## config.mk

```make
export PLATFORM = sky130hd
export DESIGN_NAME = relu_array_top
export DESIGN_NICKNAME = d
export VERILOG_FILES = /design/src/hw/flow_pkg.sv /design/src/hw/vec_fmt_pkg.sv /design/src/hw/relu_array_top.sv /design/src/hw/lane_drain.sv /design/src/hw/relu_lane.sv /design/src/hw/word_dispatch.sv /design/src/hw/beat_gather.sv /design/src/hw/credit_fifo.sv
export SDC_FILE = /design/constraint.sdc
export NUM_CORES = 2
export LEC_CHECK = 0
export ABC_AREA = 1
export BUFFER_PORTS_ARGS = -buffer_cell sky130_fd_sc_hd__buf_2
export CELL_PAD_IN_SITES_DETAIL_PLACEMENT = 1
export CELL_PAD_IN_SITES_GLOBAL_PLACEMENT = 1
export CORE_ASPECT_RATIO = 0.7
export CORE_MARGIN = 1.5
export CORE_UTILIZATION = 45
export CTS_CLUSTER_DIAMETER = 200
export DETAILED_ROUTE_END_ITERATION = 8
export PLACE_DENSITY_LB_ADDON = 0.1
export REMOVE_ABC_BUFFERS = 1
export SYNTH_ARGS = -nofsm -noshare
export SYNTH_HDL_FRONTEND = slang
export SYNTH_SLANG_ARGS = --single-unit
```

## constraint.sdc

```tcl
create_clock -name clk -period 13.6 [get_ports clk]
set_input_delay 1.36 -clock clk [delete_from_list [all_inputs] [get_ports clk]]
set_output_delay 1.36 -clock clk [all_outputs]
set_load 0.05 [all_outputs]
```

## src/hw/flow_pkg.sv

```systemverilog
// Flow control sizing: FIFO depths, credit counts and lane count
`default_nettype none

package flow_pkg;

    // Parallel ReLU lanes and the width of a lane index
    localparam int num_lanes  = 4;
    localparam int lane_sel_w = $clog2(num_lanes);

    // Input FIFO depth, equal to the credits upstream holds after reset
    localparam int in_depth = 8;

    // Word FIFO depth per lane, equal to the dispatcher's initial lane credit
    localparam int lane_depth = 2;

    // Beat credits the drain holds after reset
    localparam int out_credits = 4;

    // Width of every credit counter
    localparam int cnt_w = 4;

endpackage

`default_nettype wire

```

## src/hw/vec_fmt_pkg.sv

```systemverilog
// Vector data format: beats, words and signed elements
`default_nettype none

package vec_fmt_pkg;

    // One upstream beat carries four signed elements
    localparam int beat_w         = 64;
    localparam int elem_w         = 16;
    localparam int elems_per_beat = beat_w / elem_w;

    // One datapath word is four beats wide
    localparam int beats_per_word = 4;
    localparam int word_w         = beat_w * beats_per_word;
    localparam int elems_per_word = elems_per_beat * beats_per_word;

    // Index of a beat inside a word
    localparam int slot_w = $clog2(beats_per_word);

    typedef logic [beat_w-1:0] beat_t;

    // Beat 0 in the low bits, element 0 of each beat in its low bits
    typedef logic [word_w-1:0] word_t;

    typedef logic signed [elem_w-1:0] elem_t;

endpackage

`default_nettype wire
```

## src/hw/relu_array_top.sv

```systemverilog
// ReLU array top: input FIFO, gather, dispatcher, four lanes and drain
`timescale 1ns/1ps
`default_nettype none

module relu_array_top
    import vec_fmt_pkg::*;
    import flow_pkg::*;
(
    input  wire logic clk,
    input  wire logic rstn,
    input  beat_t     in_data,
    input  wire logic in_valid,
    output logic      in_credit,
    output beat_t     out_data,
    output logic      out_valid,
    input  wire logic out_credit
);

    beat_t                beat;
    logic                 beat_ready;
    logic                 beat_pop;
    logic                 pop_grant;
    word_t                word;
    logic                 word_valid;
    logic [num_lanes-1:0] lane_push;
    logic [num_lanes-1:0] lane_credit;
    logic [num_lanes-1:0] res_valid;
    logic [num_lanes-1:0] res_take;
    word_t                res_word [num_lanes];

    // Input beat buffer, each pop returns one upstream credit
    credit_fifo #(
        .payload_t (beat_t),
        .depth     (in_depth)
    ) u_in_fifo (
        .clk       (clk),
        .rstn      (rstn),
        .push      (in_valid),
        .push_data (in_data),
        .pop       (beat_pop),
        .pop_data  (beat),
        .not_empty (beat_ready),
        .popped    (in_credit)
    );

    beat_gather u_gather (
        .clk        (clk),
        .rstn       (rstn),
        .beat       (beat),
        .beat_ready (beat_ready),
        .pop_grant  (pop_grant),
        .beat_pop   (beat_pop),
        .word       (word),
        .word_valid (word_valid)
    );

    word_dispatch u_dispatch (
        .clk         (clk),
        .rstn        (rstn),
        .word_valid  (word_valid),
        .beat_pop    (beat_pop),
        .pop_grant   (pop_grant),
        .lane_push   (lane_push),
        .lane_credit (lane_credit)
    );

    // Word is broadcast, lane_push selects the receiver
    for (genvar i = 0; i < num_lanes; i++) begin : gen_lane
        relu_lane u_lane (
            .clk         (clk),
            .rstn        (rstn),
            .push        (lane_push[i]),
            .push_word   (word),
            .lane_credit (lane_credit[i]),
            .res_valid   (res_valid[i]),
            .res_word    (res_word[i]),
            .res_take    (res_take[i])
        );
    end

    lane_drain u_drain (
        .clk        (clk),
        .rstn       (rstn),
        .res_valid  (res_valid),
        .res_word   (res_word),
        .res_take   (res_take),
        .out_data   (out_data),
        .out_valid  (out_valid),
        .out_credit (out_credit)
    );

endmodule

`default_nettype wire

```

## src/hw/lane_drain.sv

```systemverilog
// Round-robin result collector and parallel-to-series beat emitter
`timescale 1ns/1ps
`default_nettype none

module lane_drain
    import vec_fmt_pkg::*;
    import flow_pkg::*;
(
    input  wire logic                  clk,
    input  wire logic                  rstn,
    input  wire logic [num_lanes-1:0]  res_valid,
    input  word_t                      res_word [num_lanes],
    output logic [num_lanes-1:0]       res_take,
    output beat_t                      out_data,
    output logic                       out_valid,
    input  wire logic                  out_credit
);

    beat_t                 slots [beats_per_word];
    logic [slot_w-1:0]     seg;
    logic [lane_sel_w-1:0] exp_lane;
    logic [cnt_w-1:0]      credits;
    logic                  busy;
    logic                  emit;
    logic                  last_beat;
    logic                  load;

    // A beat goes out whenever a word is held and a credit is left
    assign emit      = busy && (credits != '0);
    assign last_beat = emit && (seg == slot_w'(beats_per_word - 1));

    // Reload straight after the final beat so words can run back to back
    assign load = res_valid[exp_lane] && (!busy || last_beat);

    always_comb begin
        res_take           = '0;
        res_take[exp_lane] = load;
    end

    assign out_valid = emit;
    assign out_data  = slots[seg];

    always_ff @(posedge clk) begin
        if (load) begin
            for (int b = 0; b < beats_per_word; b++) begin
                slots[b] <= res_word[exp_lane][b*beat_w +: beat_w];
            end
        end
    end

    // Segment counter and round-robin pointer
    always_ff @(posedge clk or negedge rstn) begin
        if (!rstn) begin
            busy     <= 1'b0;
            seg      <= '0;
            exp_lane <= '0;
        end else begin
            if (load) begin
                busy     <= 1'b1;
                seg      <= '0;
                exp_lane <= (exp_lane == lane_sel_w'(num_lanes - 1)) ? '0 : exp_lane + 1'b1;
            end else begin
                if (last_beat) begin
                    busy <= 1'b0;
                end
                if (emit) begin
                    seg <= seg + 1'b1;
                end
            end
        end
    end

    // Output credits: spent per beat, returned per out_credit pulse
    always_ff @(posedge clk or negedge rstn) begin
        if (!rstn) begin
            credits <= cnt_w'(out_credits);
        end else begin
            credits <= credits + cnt_w'(out_credit) - cnt_w'(emit);
        end
    end

endmodule

`default_nettype wire

```

## src/hw/relu_lane.sv

```systemverilog
// ReLU lane: word FIFO followed by a registered ReLU holding stage
`timescale 1ns/1ps
`default_nettype none

module relu_lane
    import vec_fmt_pkg::*;
    import flow_pkg::*;
(
    input  wire logic clk,
    input  wire logic rstn,
    input  wire logic push,
    input  word_t     push_word,
    output logic      lane_credit,
    output logic      res_valid,
    output word_t     res_word,
    input  wire logic res_take
);

    word_t fifo_word;
    word_t relu_word;
    logic  fifo_ready;
    logic  fifo_pop;

    credit_fifo #(
        .payload_t (word_t),
        .depth     (lane_depth)
    ) u_fifo (
        .clk       (clk),
        .rstn      (rstn),
        .push      (push),
        .push_data (push_word),
        .pop       (fifo_pop),
        .pop_data  (fifo_word),
        .not_empty (fifo_ready),
        .popped    (lane_credit)
    );

    // Move a word only when the holding register frees up this cycle
    assign fifo_pop = fifo_ready && (!res_valid || res_take);

    // Clamp each negative element to zero
    for (genvar e = 0; e < elems_per_word; e++) begin : gen_relu
        elem_t elem;
        assign elem = fifo_word[e*elem_w +: elem_w];
        assign relu_word[e*elem_w +: elem_w] = (elem < 0) ? '0 : elem;
    end

    always_ff @(posedge clk) begin
        if (fifo_pop) begin
            res_word <= relu_word;
        end
    end

    always_ff @(posedge clk or negedge rstn) begin
        if (!rstn) begin
            res_valid <= 1'b0;
        end else if (fifo_pop) begin
            res_valid <= 1'b1;
        end else if (res_take) begin
            res_valid <= 1'b0;
        end
    end

endmodule

`default_nettype wire

```

## src/hw/word_dispatch.sv

```systemverilog
// Round-robin word dispatcher with per-lane credit counters
`timescale 1ns/1ps
`default_nettype none

module word_dispatch
    import vec_fmt_pkg::*;
    import flow_pkg::*;
(
    input  wire logic                  clk,
    input  wire logic                  rstn,
    input  wire logic                  word_valid,
    input  wire logic                  beat_pop,
    output logic                       pop_grant,
    output logic [num_lanes-1:0]       lane_push,
    input  wire logic [num_lanes-1:0]  lane_credit
);

    logic [cnt_w-1:0]      lane_cnt [num_lanes];
    logic [lane_sel_w-1:0] tgt;
    logic [slot_w-1:0]     beat_cnt;
    logic                  busy;
    logic                  reserve;

    // First beat of a word claims a slot in the target lane
    assign reserve = beat_pop && !busy;

    // Once reserved, keep granting until all four beats are out, then
    // hold off until the word itself has been steered
    assign pop_grant = busy ? (beat_cnt != '0) : (lane_cnt[tgt] != '0);

    always_comb begin
        lane_push      = '0;
        lane_push[tgt] = word_valid;
    end

    always_ff @(posedge clk or negedge rstn) begin
        if (!rstn) begin
            tgt      <= '0;
            beat_cnt <= '0;
            busy     <= 1'b0;
            for (int i = 0; i < num_lanes; i++) begin
                lane_cnt[i] <= cnt_w'(lane_depth);
            end
        end else begin
            if (beat_pop) begin
                beat_cnt <= (beat_cnt == slot_w'(beats_per_word - 1)) ? '0 : beat_cnt + 1'b1;
            end
            if (reserve) begin
                busy <= 1'b1;
            end else if (word_valid) begin
                busy <= 1'b0;
            end
            if (word_valid) begin
                tgt <= (tgt == lane_sel_w'(num_lanes - 1)) ? '0 : tgt + 1'b1;
            end
            for (int i = 0; i < num_lanes; i++) begin
                lane_cnt[i] <= lane_cnt[i] + cnt_w'(lane_credit[i])
                               - cnt_w'(reserve && (tgt == lane_sel_w'(i)));
            end
        end
    end

endmodule

`default_nettype wire

```

## src/hw/beat_gather.sv

```systemverilog
// Series-to-parallel packer that collects four beats into one word
`timescale 1ns/1ps
`default_nettype none

module beat_gather
    import vec_fmt_pkg::*;
(
    input  wire logic clk,
    input  wire logic rstn,
    input  beat_t     beat,
    input  wire logic beat_ready,
    input  wire logic pop_grant,
    output logic      beat_pop,
    output word_t     word,
    output logic      word_valid
);

    beat_t             slots [beats_per_word];
    logic [slot_w-1:0] slot;
    logic              last_slot;

    assign beat_pop  = pop_grant && beat_ready;
    assign last_slot = (slot == slot_w'(beats_per_word - 1));

    // Slot counter walks 0..3 and wraps
    always_ff @(posedge clk or negedge rstn) begin
        if (!rstn) begin
            slot       <= '0;
            word_valid <= 1'b0;
        end else begin
            if (beat_pop) begin
                slot <= last_slot ? '0 : slot + 1'b1;
            end
            word_valid <= beat_pop && last_slot;
        end
    end

    always_ff @(posedge clk) begin
        if (beat_pop) begin
            slots[slot] <= beat;
        end
    end

    // Beat 0 in the low bits
    for (genvar b = 0; b < beats_per_word; b++) begin : gen_pack
        assign word[b*beat_w +: beat_w] = slots[b];
    end

endmodule

`default_nettype wire

```

## src/hw/credit_fifo.sv

```systemverilog
// Synchronous circular FIFO with a registered pop pulse for credit return
`timescale 1ns/1ps
`default_nettype none

module credit_fifo
    import flow_pkg::*;
#(
    parameter type payload_t = logic,
    parameter int  depth     = lane_depth
) (
    input  wire logic clk,
    input  wire logic rstn,
    input  wire logic push,
    input  payload_t  push_data,
    input  wire logic pop,
    output payload_t  pop_data,
    output logic      not_empty,
    output logic      popped
);

    localparam int ptr_w  = (depth > 1) ? $clog2(depth) : 1;
    localparam int fill_w = $clog2(depth + 1);

    payload_t          mem [depth];
    logic [ptr_w-1:0]  wr_ptr;
    logic [ptr_w-1:0]  rd_ptr;
    logic [fill_w-1:0] count;
    logic              full;
    logic              do_push;
    logic              do_pop;

    assign full      = (count == fill_w'(depth));
    assign not_empty = (count != '0);
    assign do_push   = push && !full;
    assign do_pop    = pop && not_empty;

    // Show-ahead read port
    assign pop_data = mem[rd_ptr];

    always_ff @(posedge clk) begin
        if (do_push) begin
            mem[wr_ptr] <= push_data;
        end
    end

    always_ff @(posedge clk or negedge rstn) begin
        if (!rstn) begin
            wr_ptr <= '0;
            rd_ptr <= '0;
            count  <= '0;
            popped <= 1'b0;
        end else begin
            if (do_push) begin
                wr_ptr <= (wr_ptr == ptr_w'(depth - 1)) ? '0 : wr_ptr + 1'b1;
            end
            if (do_pop) begin
                rd_ptr <= (rd_ptr == ptr_w'(depth - 1)) ? '0 : rd_ptr + 1'b1;
            end
            count  <= count + fill_w'(do_push) - fill_w'(do_pop);
            // One credit back per entry that left
            popped <= do_pop;
        end
    end

endmodule

`default_nettype wire

```

; ---- After elaboration in Yosys (flattened, before gate mapping)
; Memories as Yosys holds them, arrays and structs flattened.
; Cells that the tools add are included.
[classes]
n_addsub = 35
magnitude_cmp = 70
n_eq_ne = 14
n_mux = 55
bitwise_logic = 4
n_reduce_logical = 58
[op_table]
columns = cell, n
row1 = $lt A16 B1 Y1 const B, 64
row2 = $bmux W256 S2, 1
row3 = $mux W256, 2
row4 = $mux W1, 38
row5 = $logic_and A1 B1 Y1, 26
row6 = $add A4 B1 Y4, 6
row7 = $reduce_bool A2 Y1, 12
row8 = $sub A4 B1 Y4, 6
row9 = $eq A2 B2 Y1 const B, 10
row10 = $mux W2, 6
row11 = $reduce_bool A4 Y1, 3
row12 = $logic_not A1 Y1, 11
row13 = $add A2 B1 Y2 const B, 5
row14 = $add A1 B1 Y1 const B, 8
row15 = $add A2 B1 Y2, 4
row16 = $and A4 B4 Y4, 2
row17 = $bmux W4 S2, 1
row18 = $mux W4, 2
row19 = $sub A2 B1 Y2, 4
row20 = $add A3 B1 Y3 const B, 2
row21 = $eq A3 B3 Y1 const B, 2
row22 = $ge A3 B3 Y1 const B, 2
row23 = $lt A2 B3 Y1 const B, 2
row24 = $mux W3, 2
row25 = 8 further kinds, 15
[totals]
regBits = 1092
ramBits = 3072
out_inout_bits = 66
wordCells = 344
mem_count = 7
[mem_list]
columns = name, words, width, read_ports, rd_ports_with_merged_regs, wr, line
row1 = gen_lane[0].u_lane.u_fifo.mem, 2, 256, 1, 0, 1, credit_fifo.sv:24  ; payload_t mem [depth];
row2 = gen_lane[1].u_lane.u_fifo.mem, 2, 256, 1, 0, 1, credit_fifo.sv:24
row3 = gen_lane[2].u_lane.u_fifo.mem, 2, 256, 1, 0, 1, credit_fifo.sv:24
row4 = gen_lane[3].u_lane.u_fifo.mem, 2, 256, 1, 0, 1, credit_fifo.sv:24
row5 = u_in_fifo.mem, 8, 64, 1, 0, 1, credit_fifo.sv:24
row6 = u_drain.slots, 4, 64, 1, 0, 4, lane_drain.sv:19  ; beat_t slots [beats_per_word];
row7 = 1 more memories, n/a, n/a, n/a, n/a, n/a, n/a

; ---- Depth between registers and ports, before layout
[logic_depth]
depth_word = 10
mapped_depth = 15

; ---- Modules after synthesis
; From an unflattened synthesis, not the netlist that was laid out.
[hier_totals]
cells_unflattened = 13383
hier_area_um2 = 163755.8
[modules_own_cells]
columns = mod, n_inst, cells_per_inst, area_per_inst_um2, seq_area_each_um2
row1 = credit_fifo at gen_lane[0].u_lane.u_fifo ..., 4, 1370, 18941.9, 15499.9
row2 = relu_lane, 4, 759, 9718.1, 7712.4
row3 = credit_fifo at u_in_fifo, 1, 2290, 22988.3, 15650.0
row4 = lane_drain, 1, 2148, 16889.9, 7913.8
row5 = beat_gather, 1, 282, 7886.3, 7762.4
row6 = word_dispatch, 1, 147, 1351.3, 530.5

; ---- Worst setup path before layout
; OpenSTA, ideal clock, no wires.
[synth_path]
path_kind = register to register
startpoint = register u_dispatch.tgt[0]
endpoint = memory gen_lane[0].u_lane.u_fifo.mem[0][0] in the netlist's numbering, enable pin
setup_ps = 879
arrival_ps = 11519
required_time_ps = 12721
slack_ps = 1202
path_stages_with_launch = 5
path_buffers = 0
synth_period_minus_slack_ps = 12398
path_cell_list = dfrtp_1 -> inv_1 -> ha_1 -> o211ai_1 -> nor2_1
[synth_between]
elab_chain_cells = 8
[synth_lines]
columns = item, line
row1 = start: declaration, word_dispatch.sv:19  ; logic [lane_sel_w-1:0] tgt;
row2 = start signal: assignment, word_dispatch.sv:54  ; tgt <= (tgt == lane_sel_w'(num_lanes - 1)) ? '0 : tgt + 1'b1;
row3 = $lt A2 B3 Y1 (not written as such) / $ge A2 B1 Y1 (equally long branches), word_dispatch.sv:33  ; lane_push[tgt] = word_valid;
row4 = $logic_and A1 B1 Y1 (not written as such), word_dispatch.sv:33
row5 = $mux W1 (not written as such), word_dispatch.sv:33
row6 = $demux W1 S2 *, n/a
row7 = $and A4 B4 Y4 (no line) *, n/a
row8 = $logic_and A1 B1 Y1 *, credit_fifo.sv:34  ; assign do_push = push && !full;
row9 = $mux W1 *, credit_fifo.sv:41  ; if (do_push) begin
row10 = $mux W1 (not written as such) *, credit_fifo.sv:42  ; mem[wr_ptr] <= push_data;
row11 = end: declaration, credit_fifo.sv:24
; Mark *: on every way between the ends. The rest lies on a longest branch, timed or not.

; ---- Worst setup path in the final report
[layout_path]
startpoint = register u_drain.seg[0]
endpoint = output port out_data[33]
[layout_between]
elab_chain_cells = 1
[layout_lines]
columns = item, line
row1 = start: declaration, lane_drain.sv:20  ; logic [slot_w-1:0] seg;
row2 = start signal: assignment, lane_drain.sv:67  ; seg <= seg + 1'b1;
row3 = $mem_v2 Z4 W64, n/a
row4 = end: declaration, relu_array_top.sv:14  ; output beat_t out_data,
; No other way between the ends.

==> summary.md <==
| Metric | Value |
|---|---|
| Outcome | finished, final reports clean |
| GR Util All Layers | 0.278 |
| # hold bufs at CTS | 0 |
| Num rows | 183 |
| Slew Limit Fails | 0 |
| CTS tree | yes |
| Worst hold path type | in -> async |
| GR Util met1 | 0.398 |
| Syn Inst Count | 12474 |
| YS warnings | 0 |
| Clk buf depth | 4 |
| Global routing usage on met2 | 0.460 |
| PortBufs | between 100 and 150 |
| Sw frac | 0.208 |
| Total power | 25900 uW |
| Fin worst setup slack | 8030 ps |
| Fill count | 35643 |
| Met3 Track Usage GR | 0.0326 |
| FF-to-FF path depth | 8 |
| CP required | 12240 ps |
| Storage cell area | between 0.1 and 0.15 sq mm |
| Final Cycle Share | 0.410 |
| R2R setup slack | 8600 ps |
| Critical R2R Capture | gen_lane[2].u_lane.res_word[252] |
| Die width | 716 um |
| Clock Power Share | 0.429 |
| Layout Area Growth over Synthesis | 11.9% |
| Yosys reg bits | approximately 4200 |
| Leakage power total | 0.0712 uW |
| Cts bufs inserted | 405 |
| Worst r2r src | u_drain.exp_lane[1] |
| Initial antenna violation count | 80 |
| Routed WL | 504000 um |
| WS Path Type | reg -> out |
| Max H-tree Level | 5 |
| Initial DRC Count | 9188 |
| Die Y | 502 um |
| Die ar. | ~0.36 sq mm |
| Max VDD drop | between 0.1 and 0.15 mV |
| Max Freq | 0.179 GHz |
| Post_cts resized | 0 |
| Core ar. | 0.355 sq mm |
| Async S/R FF share, synth | 0.0163 |
| Total via count in the routed design | 97127 |
| Worst clock skew | 46.2 ps |
| Sequential power share | 0.550 |
| Share of layout cells above drive strength 1 | 0.0793 |
| Post-synth top cells | edfxtp_1, nand2_1, inv_1 |
| Clk Latency, worst-skew pair | 950 ps |
| Slew HR | 0.0546 |
| CTS root buf | clkbuf_16 |
| Placed Cells | between 15000 and 20000 |
| Clock slew at reported path FFs | 70 ps |
| TritonRoute pass-1 iters | 6 |
| Gr ovfl total | 0 |
| Cell variety after synth | 35 |
| Antenna Violating Nets Remaining | 0 |
| Sequential area share after synthesis | 0.778 |
| Critical Path Sink Type | output pin |
| Routability cong. | 0.775 |
| Post-synth EDFFs | between 4000 and 5000 |
| Average wire per standard cell | roughly 28 um |
| DP HPWL | 278000 um |
| Cell taking the most area after synthesis | edfxtp_1 |
| Largest net degree at the start of global routing | 162 |
| CP Data Arrival Time | 4210 ps |
| Fin util | 0.506 |
| Mean Syn Cell Area | 12.8 sq um |
| Comb power frac | 0.021 |
| Cell Pwr Density | around 140 mW/mm^2 |
| Setup Viol. Count Final | 0 |
| Initial Util | 0.452 |
| Worst-Margin Slew | 1410 ps |
| Via density | between 5 and 6 |
| Main synth FF type | edfxtp_1 |
| Top-area cell type share of the netlist area | 0.768 |
| Final hold violations | 0 |
| # IOs | 134 |
| First-pass GRT wire length | 721000 um |
| Startpoint types | register |
| DP Worst Slack | approximately 8600 ps |
| Int Pwr | ~20000 uW |
| Finished Layout Cells | 17736 |
| Fin nets | 12809 |
| Mapped cell area | 0.160 sq mm |
| Largest cells by area after synthesis | edfxtp_1, nand2_1, o21ai_0, inv_1, nor2_1 |
| MaxCap Viol Count | 0 |
| Clock sink count | 4164 |
| Number of remaining DRC errors | 0 |
| Top Usage Layer GRT | met2 |
| Post-CTS Setup Repair Bufs | 0 |
| Net Switching | 5380 uW |
| Vias in the first global route | 100255 |
| Maximum fanout along the worst path | 48 |
| Area of the multi-input gates | between 0.02 and 0.03 sq mm |
| Setup TNS | 0 ps |
| RSZ-0062 raised after global routing | false |
| Final Critical Period | 5570 ps |
-- how the worst max path moves through the flow --
stage                                         endpoint  slack [ps]                 from
floorplan           gen_lane[0].u_lane.u_fifo.count[1]      -10560  u_drain.exp_lane[0]
global placement      gen_lane[2].u_lane.res_word[185]        8580  u_drain.exp_lane[1]
detailed placement     gen_lane[2].u_lane.res_word[59]        8560  u_drain.exp_lane[1]
CTS                                       out_data[53]        8040       u_drain.seg[0]
global route                              out_data[58]        7900       u_drain.seg[0]
finish                                    out_data[33]        8030       u_drain.seg[0]
-- critical path: stages (launching register included) --
cell	delay, ps
dfrtp_4	660
inv_6	380
buf_4	430
buf_4	380
buf_4	520
o21ai_0	220
o22ai_1	180
buf_2	290
-- sequential cells by signal, indices dropped and copies added, names as in the netlist, 3 cells and up --
register / flops
gen_lane.u_lane.res_valid: 4
gen_lane.u_lane.res_word: 1024
gen_lane.u_lane.u_fifo.count: 8
gen_lane.u_lane.u_fifo.mem: 2048
gen_lane.u_lane.u_fifo.popped: 4
gen_lane.u_lane.u_fifo.rd_ptr: 4
gen_lane.u_lane.u_fifo.wr_ptr: 4
u_dispatch.lane_cnt: 16
u_drain.credits: 4
u_drain.slots: 256
u_gather.slots: 256
u_in_fifo.count: 4
u_in_fifo.mem: 512
u_in_fifo.rd_ptr: 3
u_in_fifo.wr_ptr: 3
-- routing by layer --
layer | up-vias | part of all wire | routed length (um)
met4 | 18 | 0.024 | 12300
met2 | 2889 | 0.48 | 240000
met3 | 710 | 0.056 | 28200
met5 | - | 0.00025 | 124
li1 | 42699 | - | -
met1 | 50811 | 0.44 | 223000
-- layout make-up --
| type | instances | area share |
|---|---|---|
| flip-flops and latches | 4164 | 0.696 |
| multi-input cells | 6717 | 0.164 |
| clock inverters | 232 | 0.0109 |
| repair buffers | 334 | 0.0132 |
| diodes | 17 | 0.000237 |
| clock buffers | 496 | 0.0597 |
| inverters | 1059 | 0.0227 |
| well taps | 4717 | 0.0329 |
-- metrics by stage --
stage	cell area (sq um)	hold slack, ps
finish	179000	346
global route	179000	325
CTS	179000	287
global placement	167000	486
floorplan	158000	467
detailed placement	167000	509
-- kinds of logic (layout without fill, tap and decap cells) --
kind of cell / after synthesis / after routing / synth area share
other: 1 / 81 / 0.0000234
DFF: 4164 / 4164 / 0.778
and+or+nand+nor: 5138 / 5138 / 0.121
buffers and inverters: 1656 / 2121 / 0.0427
muxes: 64 / 64 / 0.00614
AOI/OAI and AO/OA: 1363 / 1363 / 0.0457
xor gates and xnor gates: 28 / 28 / 0.00153
adders and majority gates: 60 / 60 / 0.00497
-- power by group through the flow --
| stage | sequential [uW] | clock [uW] | combinational, uW |
|---|---|---|---|
| finish | 14200 | 11100 | 538 |
| global route | 14300 | 11700 | 581 |
| CTS | 14200 | 11200 | 545 |
| detailed placement | 14500 | 0 | 542 |
| global placement | 14500 | 0 | 516 |
| floorplan | 14500 | 0 | 231 |
-- layout by cell type, fill, tap and decap left out, drive strengths merged, types with 13 or more instances in the layout --
master and count:
bufinv 33, inv 1062, a21oi 71, nor2 1001, dfrtp 63, nand3 33, o21ai 902, diode 17
clkinv 181, a31oi 64, xnor2 15, conb 64, clkinvlp 15, clkbuf 496, buf 334, ha 54
nand2 4096, edfxtp 4096, mux2i 64, o22ai 321, xor2 13
Note: power is estimated with default switching activity, not from simulation.
